**config.mk**
```make
export PLATFORM = sky130hd
export DESIGN_NAME = div_unit_top
export DESIGN_NICKNAME = d
export VERILOG_FILES = /design/src/hdl/div_pkg.sv /design/src/hdl/div_unit_top.sv /design/src/hdl/div_result_fix.sv /design/src/hdl/div_nonrestore_core.sv /design/src/hdl/div_cmd_decode.sv
export SDC_FILE = /design/constraint.sdc
export NUM_CORES = 1
export LEC_CHECK = 0
export BUFFER_PORTS_ARGS = -buffer_cell sky130_fd_sc_hd__buf_2
export CORE_UTILIZATION = 43
export DETAILED_ROUTE_END_ITERATION = 10
export GPL_ROUTABILITY_DRIVEN = 0
export SLEW_MARGIN = 0
export SYNTH_ARGS = -nofsm -noshare
export SYNTH_HDL_FRONTEND = slang
export SYNTH_SLANG_ARGS = --single-unit
```
**constraint.sdc**
```tcl
create_clock -name sys_clk -period 24.9 [get_ports sys_clk]
set_clock_uncertainty 0.15 [all_clocks]
set_input_delay 3.735 -clock sys_clk [delete_from_list [all_inputs] [get_ports sys_clk]]
set_output_delay 3.735 -clock sys_clk [all_outputs]
set_load 0.02 [all_outputs]
```
**src/hdl/div_pkg.sv**
```systemverilog
// Divide unit package with shared widths, command opcodes and stage structs
`default_nettype none

package div_pkg;

	// Data path width
	localparam int div_width = 32;

	// Two quotient bits retire per clock
	localparam int div_steps = div_width / 2;

	// Iteration counter
	localparam int div_cnt_width = 4;
	localparam logic [div_cnt_width-1:0] div_last_cnt = div_cnt_width'(div_steps - 1);

	// Command opcodes
	typedef enum logic [1:0] {
		op_none    = 2'd0,
		op_ctrl_wr = 2'd1,
		op_divide  = 2'd2,
		op_rem_rd  = 2'd3
	} div_op_e;

	// Command as seen on the unit input, strobed for one cycle
	typedef struct packed {
		logic                 valid;
		div_op_e              op;
		// Divisor, or control data on a control write
		logic [div_width-1:0] src;
		// Dividend
		logic [div_width-1:0] dst;
	} div_cmd_t;

	// Start request from decode into the core
	typedef struct packed {
		logic                 go;
		// 16.16 fixed-point mode
		logic                 offset;
		logic [div_width-1:0] divisor;
		logic [div_width-1:0] dividend;
	} div_start_t;

	// Core result, valid while done is high
	typedef struct packed {
		logic                 done;
		logic [div_width-1:0] quotient;
		// Remainder before the final add-back
		logic [div_width-1:0] partial_rem;
		logic                 rem_neg;
		logic [div_width-1:0] divisor;
	} div_core_out_t;

endpackage

`default_nettype wire
```
**src/hdl/div_unit_top.sv**
```systemverilog
// Integer divide unit top level joining command decode, divider core and result stage
`default_nettype none

module div_unit_top (
	input  wire                             sys_clk,
	input  wire                             resetl,
	input  div_pkg::div_cmd_t               cmd,
	output logic                            busy,
	output logic [div_pkg::div_width-1:0]   quotient,
	output logic [div_pkg::div_width-1:0]   rd_data,
	output logic                            rd_data_en
);

	// Decode to core
	div_pkg::div_start_t    start;

	// Decode to result stage
	logic                   rem_rd;

	// Core to result stage
	div_pkg::div_core_out_t core_out;

	div_cmd_decode i_div_cmd_decode (
		.sys_clk (sys_clk),
		.resetl  (resetl),
		.cmd     (cmd),
		.busy    (busy),
		.start   (start),
		.rem_rd  (rem_rd)
	);

	div_nonrestore_core i_div_nonrestore_core (
		.sys_clk  (sys_clk),
		.resetl   (resetl),
		.start    (start),
		.busy     (busy),
		.quotient (quotient),
		.core_out (core_out)
	);

	div_result_fix i_div_result_fix (
		.sys_clk    (sys_clk),
		.resetl     (resetl),
		.core_out   (core_out),
		.rem_rd     (rem_rd),
		.rd_data    (rd_data),
		.rd_data_en (rd_data_en)
	);

endmodule

`default_nettype wire

```
**src/hdl/div_result_fix.sv**
```systemverilog
// Divide result stage fixing the final remainder and serving remainder reads
`default_nettype none

module div_result_fix (
	input  wire                             sys_clk,
	input  wire                             resetl,
	input  div_pkg::div_core_out_t          core_out,
	input  wire                             rem_rd,
	output logic [div_pkg::div_width-1:0]   rd_data,
	output logic                            rd_data_en
);

	// Last completed remainder
	logic [div_pkg::div_width-1:0] rem_q;

	// Corrected remainder
	logic [div_pkg::div_width-1:0] rem_fixed;

	// Negative partial remainder gets the divisor added back
	always_comb begin
		if (core_out.rem_neg) begin
			rem_fixed = core_out.partial_rem + core_out.divisor;
		end else begin
			rem_fixed = core_out.partial_rem;
		end
	end

	// Quotient travels with the result but is read from the core directly
	always_ff @(posedge sys_clk) begin
		if (!resetl) begin
			rem_q <= '0;
		end else if (core_out.done) begin
			rem_q <= rem_fixed;
		end
	end

	// Reads during a run see the previous result
	always_ff @(posedge sys_clk) begin
		if (rem_rd) begin
			rd_data <= rem_q;
		end
	end

	// Enable is one cycle, the clock after the read strobe
	always_ff @(posedge sys_clk) begin
		if (!resetl) begin
			rd_data_en <= 1'b0;
		end else begin
			rd_data_en <= rem_rd;
		end
	end

endmodule

`default_nettype wire

```
**src/hdl/div_nonrestore_core.sv**
```systemverilog
// Non-restoring unsigned divider core retiring two quotient bits per clock
`default_nettype none

module div_nonrestore_core (
	input  wire                                 sys_clk,
	input  wire                                 resetl,
	input  div_pkg::div_start_t                 start,
	output logic                                busy,
	output logic [div_pkg::div_width-1:0]       quotient,
	output div_pkg::div_core_out_t              core_out
);

	// Partial remainder, low 32 bits of a 33-bit signed value
	logic [div_pkg::div_width-1:0] dividend_hi;
	// Dividend bits still to be shifted in, MSB first
	logic [div_pkg::div_width-1:0] dividend_lo;
	logic [div_pkg::div_width-1:0] divisor;

	// Sign of the partial remainder after the last step
	logic last_neg;

	// Quotient bits collected so far
	logic [div_pkg::div_width-1:0] quot;

	logic [div_pkg::div_cnt_width-1:0] count;

	// First and second add-or-subtract stage of one clock
	logic [div_pkg::div_width:0] shift1;
	logic [div_pkg::div_width:0] step1;
	logic [div_pkg::div_width:0] shift2;
	logic [div_pkg::div_width:0] step2;
	logic [div_pkg::div_width:0] divisor_ext;
	logic                        neg1;
	logic                        neg2;

	// Next quotient with this clock's two bits appended
	logic [div_pkg::div_width-1:0] quot_next;

	logic last_step;

	// Two chained stages per clock
	always_comb begin
		divisor_ext = {1'b0, divisor};

		// Shift in the next dividend bit
		shift1 = {dividend_hi, dividend_lo[div_pkg::div_width-1]};
		// Subtract after a positive remainder, add after a negative one
		// Result stays within 33 bits, so wrap-around is harmless
		if (last_neg) begin
			step1 = shift1 + divisor_ext;
		end else begin
			step1 = shift1 - divisor_ext;
		end
		neg1 = step1[div_pkg::div_width];

		// Second stage works off the first stage's sign
		shift2 = {step1[div_pkg::div_width-1:0], dividend_lo[div_pkg::div_width-2]};
		if (neg1) begin
			step2 = shift2 + divisor_ext;
		end else begin
			step2 = shift2 - divisor_ext;
		end
		neg2 = step2[div_pkg::div_width];

		// Quotient bit is set when the new remainder is not negative
		quot_next = {quot[div_pkg::div_width-3:0], ~neg1, ~neg2};
	end

	assign last_step = busy && (count == div_pkg::div_last_cnt);

	// Iteration control and quotient
	always_ff @(posedge sys_clk) begin
		if (!resetl) begin
			busy     <= 1'b0;
			count    <= '0;
			last_neg <= 1'b0;
			quot     <= '0;
		end else if (start.go) begin
			busy     <= 1'b1;
			count    <= '0;
			// First step always subtracts
			last_neg <= 1'b0;
			quot     <= '0;
		end else if (busy) begin
			count    <= count + 1'b1;
			last_neg <= neg2;
			quot     <= quot_next;
			if (last_step) begin
				busy <= 1'b0;
			end
		end
	end

	// Data path registers
	always_ff @(posedge sys_clk) begin
		if (start.go) begin
			divisor <= start.divisor;
			if (start.offset) begin
				// 16.16 mode, dividend is dst shifted up by 16
				dividend_hi <= {16'h0000, start.dividend[31:16]};
				dividend_lo <= {start.dividend[15:0], 16'h0000};
			end else begin
				dividend_hi <= '0;
				dividend_lo <= start.dividend;
			end
		end else if (busy) begin
			dividend_hi <= step2[div_pkg::div_width-1:0];
			dividend_lo <= {dividend_lo[div_pkg::div_width-3:0], 2'b00};
		end
	end

	// Quotient holds after the run until the next start
	assign quotient = quot;

	// Final values are taken from the last step before they register
	always_comb begin
		core_out.done        = last_step;
		core_out.quotient    = quot_next;
		core_out.partial_rem = step2[div_pkg::div_width-1:0];
		core_out.rem_neg     = neg2;
		core_out.divisor     = divisor;
	end

endmodule

`default_nettype wire

```
**src/hdl/div_cmd_decode.sv**
```systemverilog
// Divide command decoder holding the fixed-point control bit and gating starts
`default_nettype none

module div_cmd_decode (
	input  wire                     sys_clk,
	input  wire                     resetl,
	input  div_pkg::div_cmd_t       cmd,
	input  wire                     busy,
	output div_pkg::div_start_t     start,
	output logic                    rem_rd
);

	// Divide control register, bit 0 only
	logic offset;

	// Per-opcode strobes
	logic ctrl_wr;
	logic div_req;

	always_comb begin
		ctrl_wr = cmd.valid && (cmd.op == div_pkg::op_ctrl_wr);
		div_req = cmd.valid && (cmd.op == div_pkg::op_divide);
		// Read strobe goes straight to the result stage
		rem_rd = cmd.valid && (cmd.op == div_pkg::op_rem_rd);
	end

	// Control register write
	always_ff @(posedge sys_clk) begin
		if (!resetl) begin
			offset <= 1'b0;
		end else if (ctrl_wr) begin
			offset <= cmd.src[0];
		end
	end

	// Start is combinational so the core loads on the command edge
	always_comb begin
		// A divide while the core runs is dropped
		start.go       = div_req && !busy;
		start.offset   = offset;
		start.divisor  = cmd.src;
		start.dividend = cmd.dst;
	end

endmodule

`default_nettype wire

```
Word level (Yosys, flattened, before mapping)
Cells that the tools add are included.
{"block": "word_totals", "ff_bits": 200, "latch_bits": 0, "ramBits": 0, "rom_bits": 0, "word_cells": 44, "memories": 0}
{"block": "op_classes", "add_sub_neg": 6, "multipliers": 0, "div": 0, "order_cmp": 0, "n_eq_ne": 4, "n_shift": 0, "muxes": 12, "n_bitwise": 3, "reduce_logical": 8}
{"op": "2-to-1 mux 32 bit", "n": 6}
{"op": "adder 33 x 32 -> 33 bit", "n": 2}
{"op": "2-to-1 mux 33 bit", "n": 2}
{"op": "subtractor 33 x 32 -> 33 bit", "n": 2}
{"op": "adder 32 bit", "n": 1}
{"op": "2-to-1 mux 16 bit", "n": 1}
{"op": "logical AND 1 bit", "n": 5}
{"op": "adder 4 x 1 -> 4 bit, second input constant", "n": 1}
{"op": "equality test 2 bit, second input constant", "n": 2}
{"op": "equality test 4 bit, second input constant", "n": 1}
{"op": "2-to-1 mux 1 bit", "n": 3}
{"op": "inverter 1 bit", "n": 3}
{"op": "equality test 2 x 1 -> 1 bit, second input constant", "n": 1}
{"op": "nonzero test 2 bit", "n": 1}
{"op": "OR reduction 2 bit", "n": 1}
{"op": "zero test 1 bit", "n": 1}

Longest topological paths before layout
Gate-level depths: netlist of the first run.
{"block": "logic_depth", "word_depth": 6, "depth_mapped": 42, "mapped_depth_nobuf": 40}

Hierarchy
From an unflattened synthesis of the first run, not the netlist that was laid out.
{"block": "unflattened", "hier_cells": 1526, "hier_area_um2": 14343.8}
{"module": "div_nonrestore_core", "instances": 1, "cells_each": 1034, "area_per_inst_um2": 9788.1, "seq_area_each_um2": 3643.5}
{"module": "div_result_fix", "instances": 1, "cells_each": 419, "area_per_inst_um2": 4006.3, "seq_area_each_um2": 1621.6}
{"module": "div_cmd_decode", "instances": 1, "cells_each": 73, "area_per_inst_um2": 549.3, "seq_area_each_um2": 20.0}

Worst setup path before layout of the first run
OpenSTA, ideal clock, no wires.
{"block": "synth_path", "path_type": "register -> register", "startpoint": "reg i_div_nonrestore_core.divisor[2] in the netlist's numbering", "endpoint": "reg i_div_result_fix.rem_q[30] in the netlist's numbering", "setup_ps": 122, "t_arrival_ps": 8619, "required_ps": 24628, "path_slack_ps": 16009, "stages_incl_launch_ff": 41, "path_buffers": 2, "synth_period_minus_slack_ps": 8891, "cell_sequence": "edfxtp_1 -> or3_1 -> or3_1 -> or3_1 -> or3_1 -> or2_1 -> nor2b_1 -> buf_4 -> a21oi_1 -> xor2_1 -> ha_1 -> a21o_1 -> a21o_1 -> a21o_1 -> a31o_1 -> a311oi_1 -> o31a_2 -> xor2_1 -> [... 5 more ...] -> o21a_1 -> a21oi_1 -> a41o_1 -> a21o_1 -> a21o_1 -> a21oi_1 -> xnor2_1 -> ha_1 -> a21oi_1 -> o21ai_0 -> and2_1 -> a211oi_1 -> nor3_1 -> o32ai_1 -> o21ai_0 -> xor2_1 -> o21ai_0 -> a21oi_1"}
{"block": "synth_via", "elab_chain_len": 6}
{"item": "start: declaration", "line_no": "div_nonrestore_core.sv:17", "text": "logic [div_pkg::div_width-1:0] divisor;"}
{"item": "start signal: assignment", "line_no": "div_nonrestore_core.sv:97", "text": "divisor <= start.divisor;"}
{"item": "subtractor 33 x 32 -> 33 bit / adder 33 x 32 -> 33 bit (equally long branches)", "line_no": "div_nonrestore_core.sv:52, div_nonrestore_core.sv:50"}
{"item": "2-to-1 mux 33 bit", "line_no": "div_nonrestore_core.sv:49", "text": "if (last_neg) begin"}
{"item": "subtractor 33 x 32 -> 33 bit / adder 33 x 32 -> 33 bit (equally long branches)", "line_no": "div_nonrestore_core.sv:61, div_nonrestore_core.sv:59"}
{"item": "2-to-1 mux 33 bit", "line_no": "div_nonrestore_core.sv:58", "text": "if (neg1) begin"}
{"item": "adder 32 bit", "line_no": "div_result_fix.sv:22", "text": "rem_fixed = core_out.partial_rem + core_out.divisor;"}
{"item": "2-to-1 mux 32 bit (*)", "line_no": "div_result_fix.sv:21", "text": "if (core_out.rem_neg) begin"}
{"item": "end signal: assignment", "line_no": "div_result_fix.sv:33", "text": "rem_q <= rem_fixed;"}
{"item": "end: declaration", "line_no": "div_result_fix.sv:14", "text": "logic [div_pkg::div_width-1:0] rem_q;"}
Every way passes the cells marked *; elsewhere a longest branch is shown, timed or not.
A chain may end at the register's enable or synchronous reset.

==> metrics.cfg, run 1 <==
[status]
status=finished clean

[clock_tree]
cts_root_buffer=clkbuf_16
cts.sinks=200
cts_tree=built
cts_buffers=17
h-tree-depth=4
post_cts_resized=0
clkTransAtPathRegs_ns=0.08
hold_buffers=0
ctsLongestPathBuffers=2
post_cts_buffers=0
clock_latency_ns=0.46

[timing]
period_share=0.418
relSlewSlack=0.221
maxSlewViolCount=0
tns_ns=0
fmax_ghz=0.0961
post-route-min-period_ns=10.41
tightestPinTransition_ns=1.16
rsz0062_at_grt=no
finalHoldViolCount=0
setup_violations=0

[die]
rows=65
core_area_um2=31800
die_x_um=183
die_area_um2=33400
pin_count=135
die_h_um=183
start_util=0.441

[grt]
grt_max_degree=77
busiest_layer=met2
grt_use_met1=0.277
met3_usage=0.0319
grt_pass1_vias=11200
grt_usage=0.227
overflow=0
grtUsageMet2=0.403
antenna_found_initial=0
grt_pass1_wl_um=59000

[critical_path]
end_kind=flop
crit_path_end=i_div_result_fix.rem_q[29]
cpPeakStageDelay_ns=0.54
crit_type=reg -> reg
crit_path_start=i_div_nonrestore_core.divisor[1]
critPathSlowestCell=a211oi_1
cp_max_fo=32
reg2reg_from=i_div_nonrestore_core.divisor[1]
crit_top_cell=a21o_1
timing.reg2reg.setup_slack_ns=14.49
worstRegToRegCells=37
worstReg2RegEnd=i_div_result_fix.rem_q[29]
cp.arrival_ns=10.57
critPathLaunchType=flop
required_ns=25.06

[finish]
stdcell_count=2026
final_nets=1752
layout_common_cells=buf_2, nor2_1, edfxtp_1, nand2_1, a21oi_1
stdcell_area_um2=15400
num_antenna_cells=0
synthToLayoutAreaGrowth_pct=9.89
final_common_cell=buf_2
drive_gt1_frac=0.131

[synthesis]
synth.net_count=1684
syn_inst=1510
synth_area_um2=14000
synth.distinct_cells=83
yosysWarnings=0
synthFlopType=edfxtp_1
synth_edf_count=128
ys_seq_area_frac=0.377
synth_area_per_cell_um2=9.30
async_flop_share=0
synth-seq-cells=200

[drt]
drc_errors=0
drtAntennaViolNets=0
vias_per_cell=5.69
wl_per_cell_um=18.4
wl_um=37200
vias=11500
drtPass1Iterations=6
drt_iter0_markers=919

[placement]
place_area_um2=14900
dp_hpwl_um=28100
portBuffers=134
dp_cells=1994

[flow_run]
maxCapViolCount=0

[min_path]
hold_path_class=reg -> reg
holdPathStages=0

state kept, by name (all words and copies together), names as in the netlist:
signal                             cells
i_div_nonrestore_core.dividend_hi     32
i_div_nonrestore_core.dividend_lo     32
i_div_nonrestore_core.divisor         32
i_div_nonrestore_core.quotient        32
i_div_result_fix.rd_data              32
i_div_result_fix.rem_q                32
i_div_nonrestore_core.count            4
i_div_cmd_decode.offset                1
i_div_nonrestore_core.busy             1
i_div_nonrestore_core.last_neg         1
i_div_result_fix.rd_data_en            1
worst max-delay path, delay by kind of cell (launching register included):
| kind | cells | cell delay [ns] |
|---|---|---|
| multiplexers | 1 | 0.42 |
| AND/OR/NAND/NOR | 9 | 2.67 |
| flip-flops | 1 | 0.52 |
| buffers and inverters | 2 | 0.45 |
| XOR/XNOR | 4 | 0.74 |
| adder cells (fa/ha/maj) | 3 | 1.00 |
| AO/OA/AOI/OAI | 18 | 4.26 |
kinds of logic (layout without fill, tap and decap cells):
kind of cell	Yosys count	count (layout)	synth area share
adder cells (fa/ha/maj)	105	105	0.0952
flip-flops	200	200	0.377
buffers and inverters	125	206	0.0440
multiplexers	51	51	0.0365
AND/OR/NAND/NOR	466	466	0.163
AO/OA/AOI/OAI	417	417	0.192
XOR/XNOR	146	146	0.0931
Yosys cell counts, drive strengths merged (3+ instances only):
cell,count,area (µm²)
a2111o,3,33.8
a2111oi,3,33.8
a211o,7,61.3
a211oi,16,155
a21o,52,390
a21oi,109,549
a221oi,3,26.3
a311oi,5,43.8
a31o,4,35.0
a31oi,34,213
a41oi,3,33.8
and2,24,150
and3,16,105
and4,6,52.6
buf,49,332
clkbuf,48,181
dfxtp,72,1440
edfxtp,128,3840
fa,3,60.1
ha,102,1280
inv,28,105
mux2i,49,490
nand2,121,457
nand2b,13,81.3
nand3,54,270
nand3b,16,120
nand4,12,75.1
nor2,128,480
nor2b,13,81.3
nor3,20,105
nor3b,9,67.6
nor4,8,65.1
o211ai,12,100
o21a,22,165
o21ai,108,541
o21bai,10,75.1
o22ai,3,18.8
o311ai,3,26.3
or2,6,37.5
or3,16,105
xnor2,58,508
xor2,86,753
routing by layer:
layer	up-vias	wire length (µm)
met5	-	0
li1	5644	-
met4	0	1130
met1	5499	16000
met3	70	1440
met2	322	18600
worst min-delay path by stage:
| stage | startpoint | end | slack, ns |
|---|---|---|---|
| after CTS | i_div_result_fix.rem_q[7] | i_div_result_fix.rd_data[7] | 0.28 |
| after global routing | i_div_result_fix.rem_q[7] | i_div_result_fix.rd_data[7] | 0.28 |
| after detailed placement | i_div_result_fix.rem_q[16] | i_div_result_fix.rd_data[16] | 0.26 |
| after floorplan | i_div_result_fix.rem_q[0] | i_div_result_fix.rd_data[0] | 0.25 |
| final | i_div_result_fix.rem_q[16] | i_div_result_fix.rd_data[16] | 0.28 |
| after global placement | i_div_result_fix.rem_q[16] | i_div_result_fix.rd_data[16] | 0.26 |
layout make-up:
type | count | area, µm²
sequential | 200 | 5290
clock inverter | 12 | 128
timing repair buffer | 146 | 761
fill | 3120 | 16400
inverter | 28 | 105
multi-input combinational | 1185 | 8150
tap | 435 | 544
clock buffer | 20 | 447
metrics by stage:
stage	util	setup slack [ns]	hold slack, ns
after floorplan	-	16.01	0.250
after global placement	0.467	14.83	0.263
after detailed placement	0.467	14.64	0.264
after CTS	0.485	14.61	0.282
after global routing	0.485	13.89	0.283
final	0.485	14.49	0.281
Power of run 1 is not shown: default switching activity piles up to over one toggle a cycle in this logic, so the estimate is an artifact.
==> run 2, diff against run 1 <==
--- a/config.mk
+++ b/config.mk
@@ -5,6 +5,7 @@
 export SDC_FILE = /design/constraint.sdc
 export NUM_CORES = 1
 export LEC_CHECK = 0
+export ABC_AREA = 1
 export BUFFER_PORTS_ARGS = -buffer_cell sky130_fd_sc_hd__buf_2
 export CORE_UTILIZATION = 43
 export DETAILED_ROUTE_END_ITERATION = 10
==> constraint.sdc (replaced) <==
create_clock -name sys_clk -period 10.15 [get_ports sys_clk]
set_clock_uncertainty 0.15 [all_clocks]
set_input_delay 1.5225 -clock sys_clk [delete_from_list [all_inputs] [get_ports sys_clk]]
set_output_delay 1.5225 -clock sys_clk [all_outputs]
set_load 0.02 [all_outputs]
==> run 2 against run 1 <==
Register-to-register slack lost 13 ns. Synthesized area up 5.0%. Via count increased by 17%. Core utilization is 0.33 points lower. First-iteration DRC count grew 26%. Sequential cell count unchanged. Global-route usage is 1.5 points higher. Sequential share of layout area decreased by 1.6 points. Final area grew 5.0%. Worst hold slack about the same. Die area increased by 5.0%. Count of clock-buffer cells in the layout fell by 1. Highest routed layer unchanged.
==> metrics.cfg, run 2 <==
[status]
status=finished clean

[timing]
finalHoldViolCount=0  ; unchanged
rsz0062_at_grt=no
tns_ns=0  ; unchanged
setup_violations=0  ; unchanged
relSlewSlack=0.170  ; -0.0509
maxSlewViolCount=0  ; unchanged
post-route-min-period_ns=8.86  ; -1.55 ns
fmax_ghz=0.113  ; +18%
period_share=0.873  ; +0.455
tightestPinTransition_ns=1.24  ; +0.0771 ns
worst_slack_ns=1.29  ; -13.20 ns

[clock_tree]
post_cts_buffers=0  ; unchanged
hold_buffers=0  ; unchanged
ctsLongestPathBuffers=2  ; unchanged
h-tree-depth=4  ; unchanged
cts.sinks=200  ; unchanged
cts_root_buffer=clkbuf_16
cts_tree=built
post_cts_resized=0  ; unchanged
cts_buffers=17  ; unchanged
clkTransAtPathRegs_ns=0.08  ; about the same
clock_latency_ns=0.47  ; about the same

[min_path]
holdPathStages=0  ; unchanged
whs_endpoint=i_div_result_fix.rd_data[26]
hold_path_class=reg -> reg
hp-start=i_div_result_fix.rem_q[26]

[die]
core_area_um2=33600  ; +5.7%
die_x_um=187  ; +2.5%
start_util=0.439  ; -0.00279
rows=67  ; +3.1%
pin_count=135  ; unchanged
die_area_um2=35000  ; +5.0%
die_h_um=187  ; +2.5%

[critical_path]
end_kind=flop
crit_family=simple AND/OR/NAND/NOR gates
worstRegToRegCells=46  ; +24%
crit_top_cell=nand2_1
timing.reg2reg.setup_slack_ns=1.29  ; -13.20 ns
cp.buffers_inverters=3  ; +1
critPathLaunchType=flop
required_ns=10.40  ; -14.66 ns
critPathSlowestCell=nand2_2
reg2reg_from=i_div_nonrestore_core.divisor[1]
crit_type=reg -> reg
cpPeakStageDelay_ns=0.64  ; +0.10 ns
cp.arrival_ns=9.11  ; -1.46 ns
worstReg2RegEnd=i_div_result_fix.rem_q[28]
cp_max_fo=52  ; +63%

[grt]
grt_pass1_vias=12700  ; +14%
grt_usage=0.243  ; +0.0154
grt_pass1_wl_um=66800  ; +13%
antenna_found_initial=0  ; unchanged
grt_max_degree=65  ; -16%
overflow=0  ; unchanged

[synthesis]
synth_top_area_frac=0.261  ; -0.0132
synth_area_leaders=edfxtp_1, nand2_1, dfxtp_1
synth_edf_count=128  ; unchanged
synthAdderAreaFrac=0.0906  ; -0.00457
synth_xor_area_frac=0.0541  ; -0.0391
synth-seq-cells=200  ; unchanged
synthFlopType=edfxtp_1
yosysTopAreaCell=edfxtp_1
muxShareOfSynthArea=0  ; -0.0365
synth.distinct_cells=57  ; -31%
yosys-top-cells-count=nand2_1, inv_1, nor2_1, a21oi_1, edfxtp_1
syn_inst=2009  ; +33%
yosys.area_share.simple=0.259  ; +0.0961
synth.net_count=2183  ; +30%
synth_area_um2=14700  ; +5.0%
synth_most_common_cell=nand2_1
async_flop_share=0  ; unchanged
synth_area_per_cell_um2=7.34  ; -21%
synth_compound_area_frac=0.146  ; -0.0459
ys_seq_area_frac=0.358  ; -0.0181
synth_top_family_by_area=simple AND/OR/NAND/NOR gates
yosysWarnings=0  ; unchanged

[flow_run]
maxCapViolCount=0  ; unchanged

[drt]
vias_per_cell=5.28  ; -7.3%
drtAntennaViolNets=0  ; unchanged
drtPass1Iterations=6  ; unchanged
wl_per_cell_um=16.5  ; -10%
wl_um=42100  ; +13%
drt_iter0_markers=1159  ; +26%
vias=13500  ; +17%
drc_errors=0  ; unchanged

[finish]
final_util=0.482  ; -0.00325
final_common_cell=nand2_1
layout_common_cells=nand2_1, inv_1, nor2_1, a21oi_1, buf_2
synthToLayoutAreaGrowth_pct=9.85  ; about the same
drive_gt1_frac=0.110  ; -0.0217
num_antenna_cells=0  ; unchanged
stdcell_area_um2=16200  ; +5.0%
final_nets=2268  ; +29%

[placement]
post-place-ws_ns=1.46  ; -13.18 ns
portBuffers=134  ; unchanged
place_area_um2=15600  ; +5.1%
dp_hpwl_um=33000  ; +17%

-- run 2: worst max path at each step --
stage	endpoint	startpoint	cells after the start	slack [ns]
after detailed placement	i_div_result_fix.rem_q[27]	i_div_nonrestore_core.divisor[1]	48	1.46
final	i_div_result_fix.rem_q[28]	i_div_nonrestore_core.divisor[1]	46	1.29
after CTS	i_div_result_fix.rem_q[27]	i_div_nonrestore_core.divisor[1]	48	1.41
after floorplan	i_div_result_fix.rem_q[27]	i_div_nonrestore_core.divisor[1]	51	3.35
after global placement	i_div_result_fix.rem_q[28]	i_div_nonrestore_core.divisor[1]	47	1.67
after global routing	i_div_result_fix.rem_q[28]	i_div_nonrestore_core.divisor[1]	45	0.38
-- run 2: area by class of cell --
type                       instances  area, µm²
multi-input combinational       1493       8130
sequential                       200       5290
timing repair buffer             144        746
clock inverter                    13        128
tap                              448        561
fill                            3357      17400
inverter                         238        893
clock buffer                      19        455
-- run 2: routing by layer --
metal	vias up	track usage	wire length (µm)
li1	6795	-	-
met1	6151	0.316	18600
met2	465	0.400	19700
met3	71	0.0368	2480
met4	0	0.102	1370
met5	-	0	0
-- run 2: cells by family after synthesis --
family / after synthesis
DFF: 200
and+or+nand+nor: 908
AOI/OAI and AO/OA: 389
adders and majority gates: 105
buffers and inverters: 316
xor gates and xnor gates: 91
-- run 2: worst register-to-register path, delay by kind of cell (launching register included) --
kind	cells	cell delay (ns)
and+or+nand+nor	28	4.03
AOI/OAI and AO/OA	8	1.70
adders and majority gates	4	1.43
xor gates and xnor gates	3	0.75
DFF	1	0.46
buffers and inverters	3	0.31
-- run 2: through the flow --
step	hold slack, ns	cells
2_1_floorplan	0.259	2009
3_3_place_gp	0.266	2523
3_5_place_dp	0.264	2523
4_1_cts	0.282	2555
5_1_grt	0.290	2555
6_report	0.281	2555
Power of run 2 is left out for the same reason.
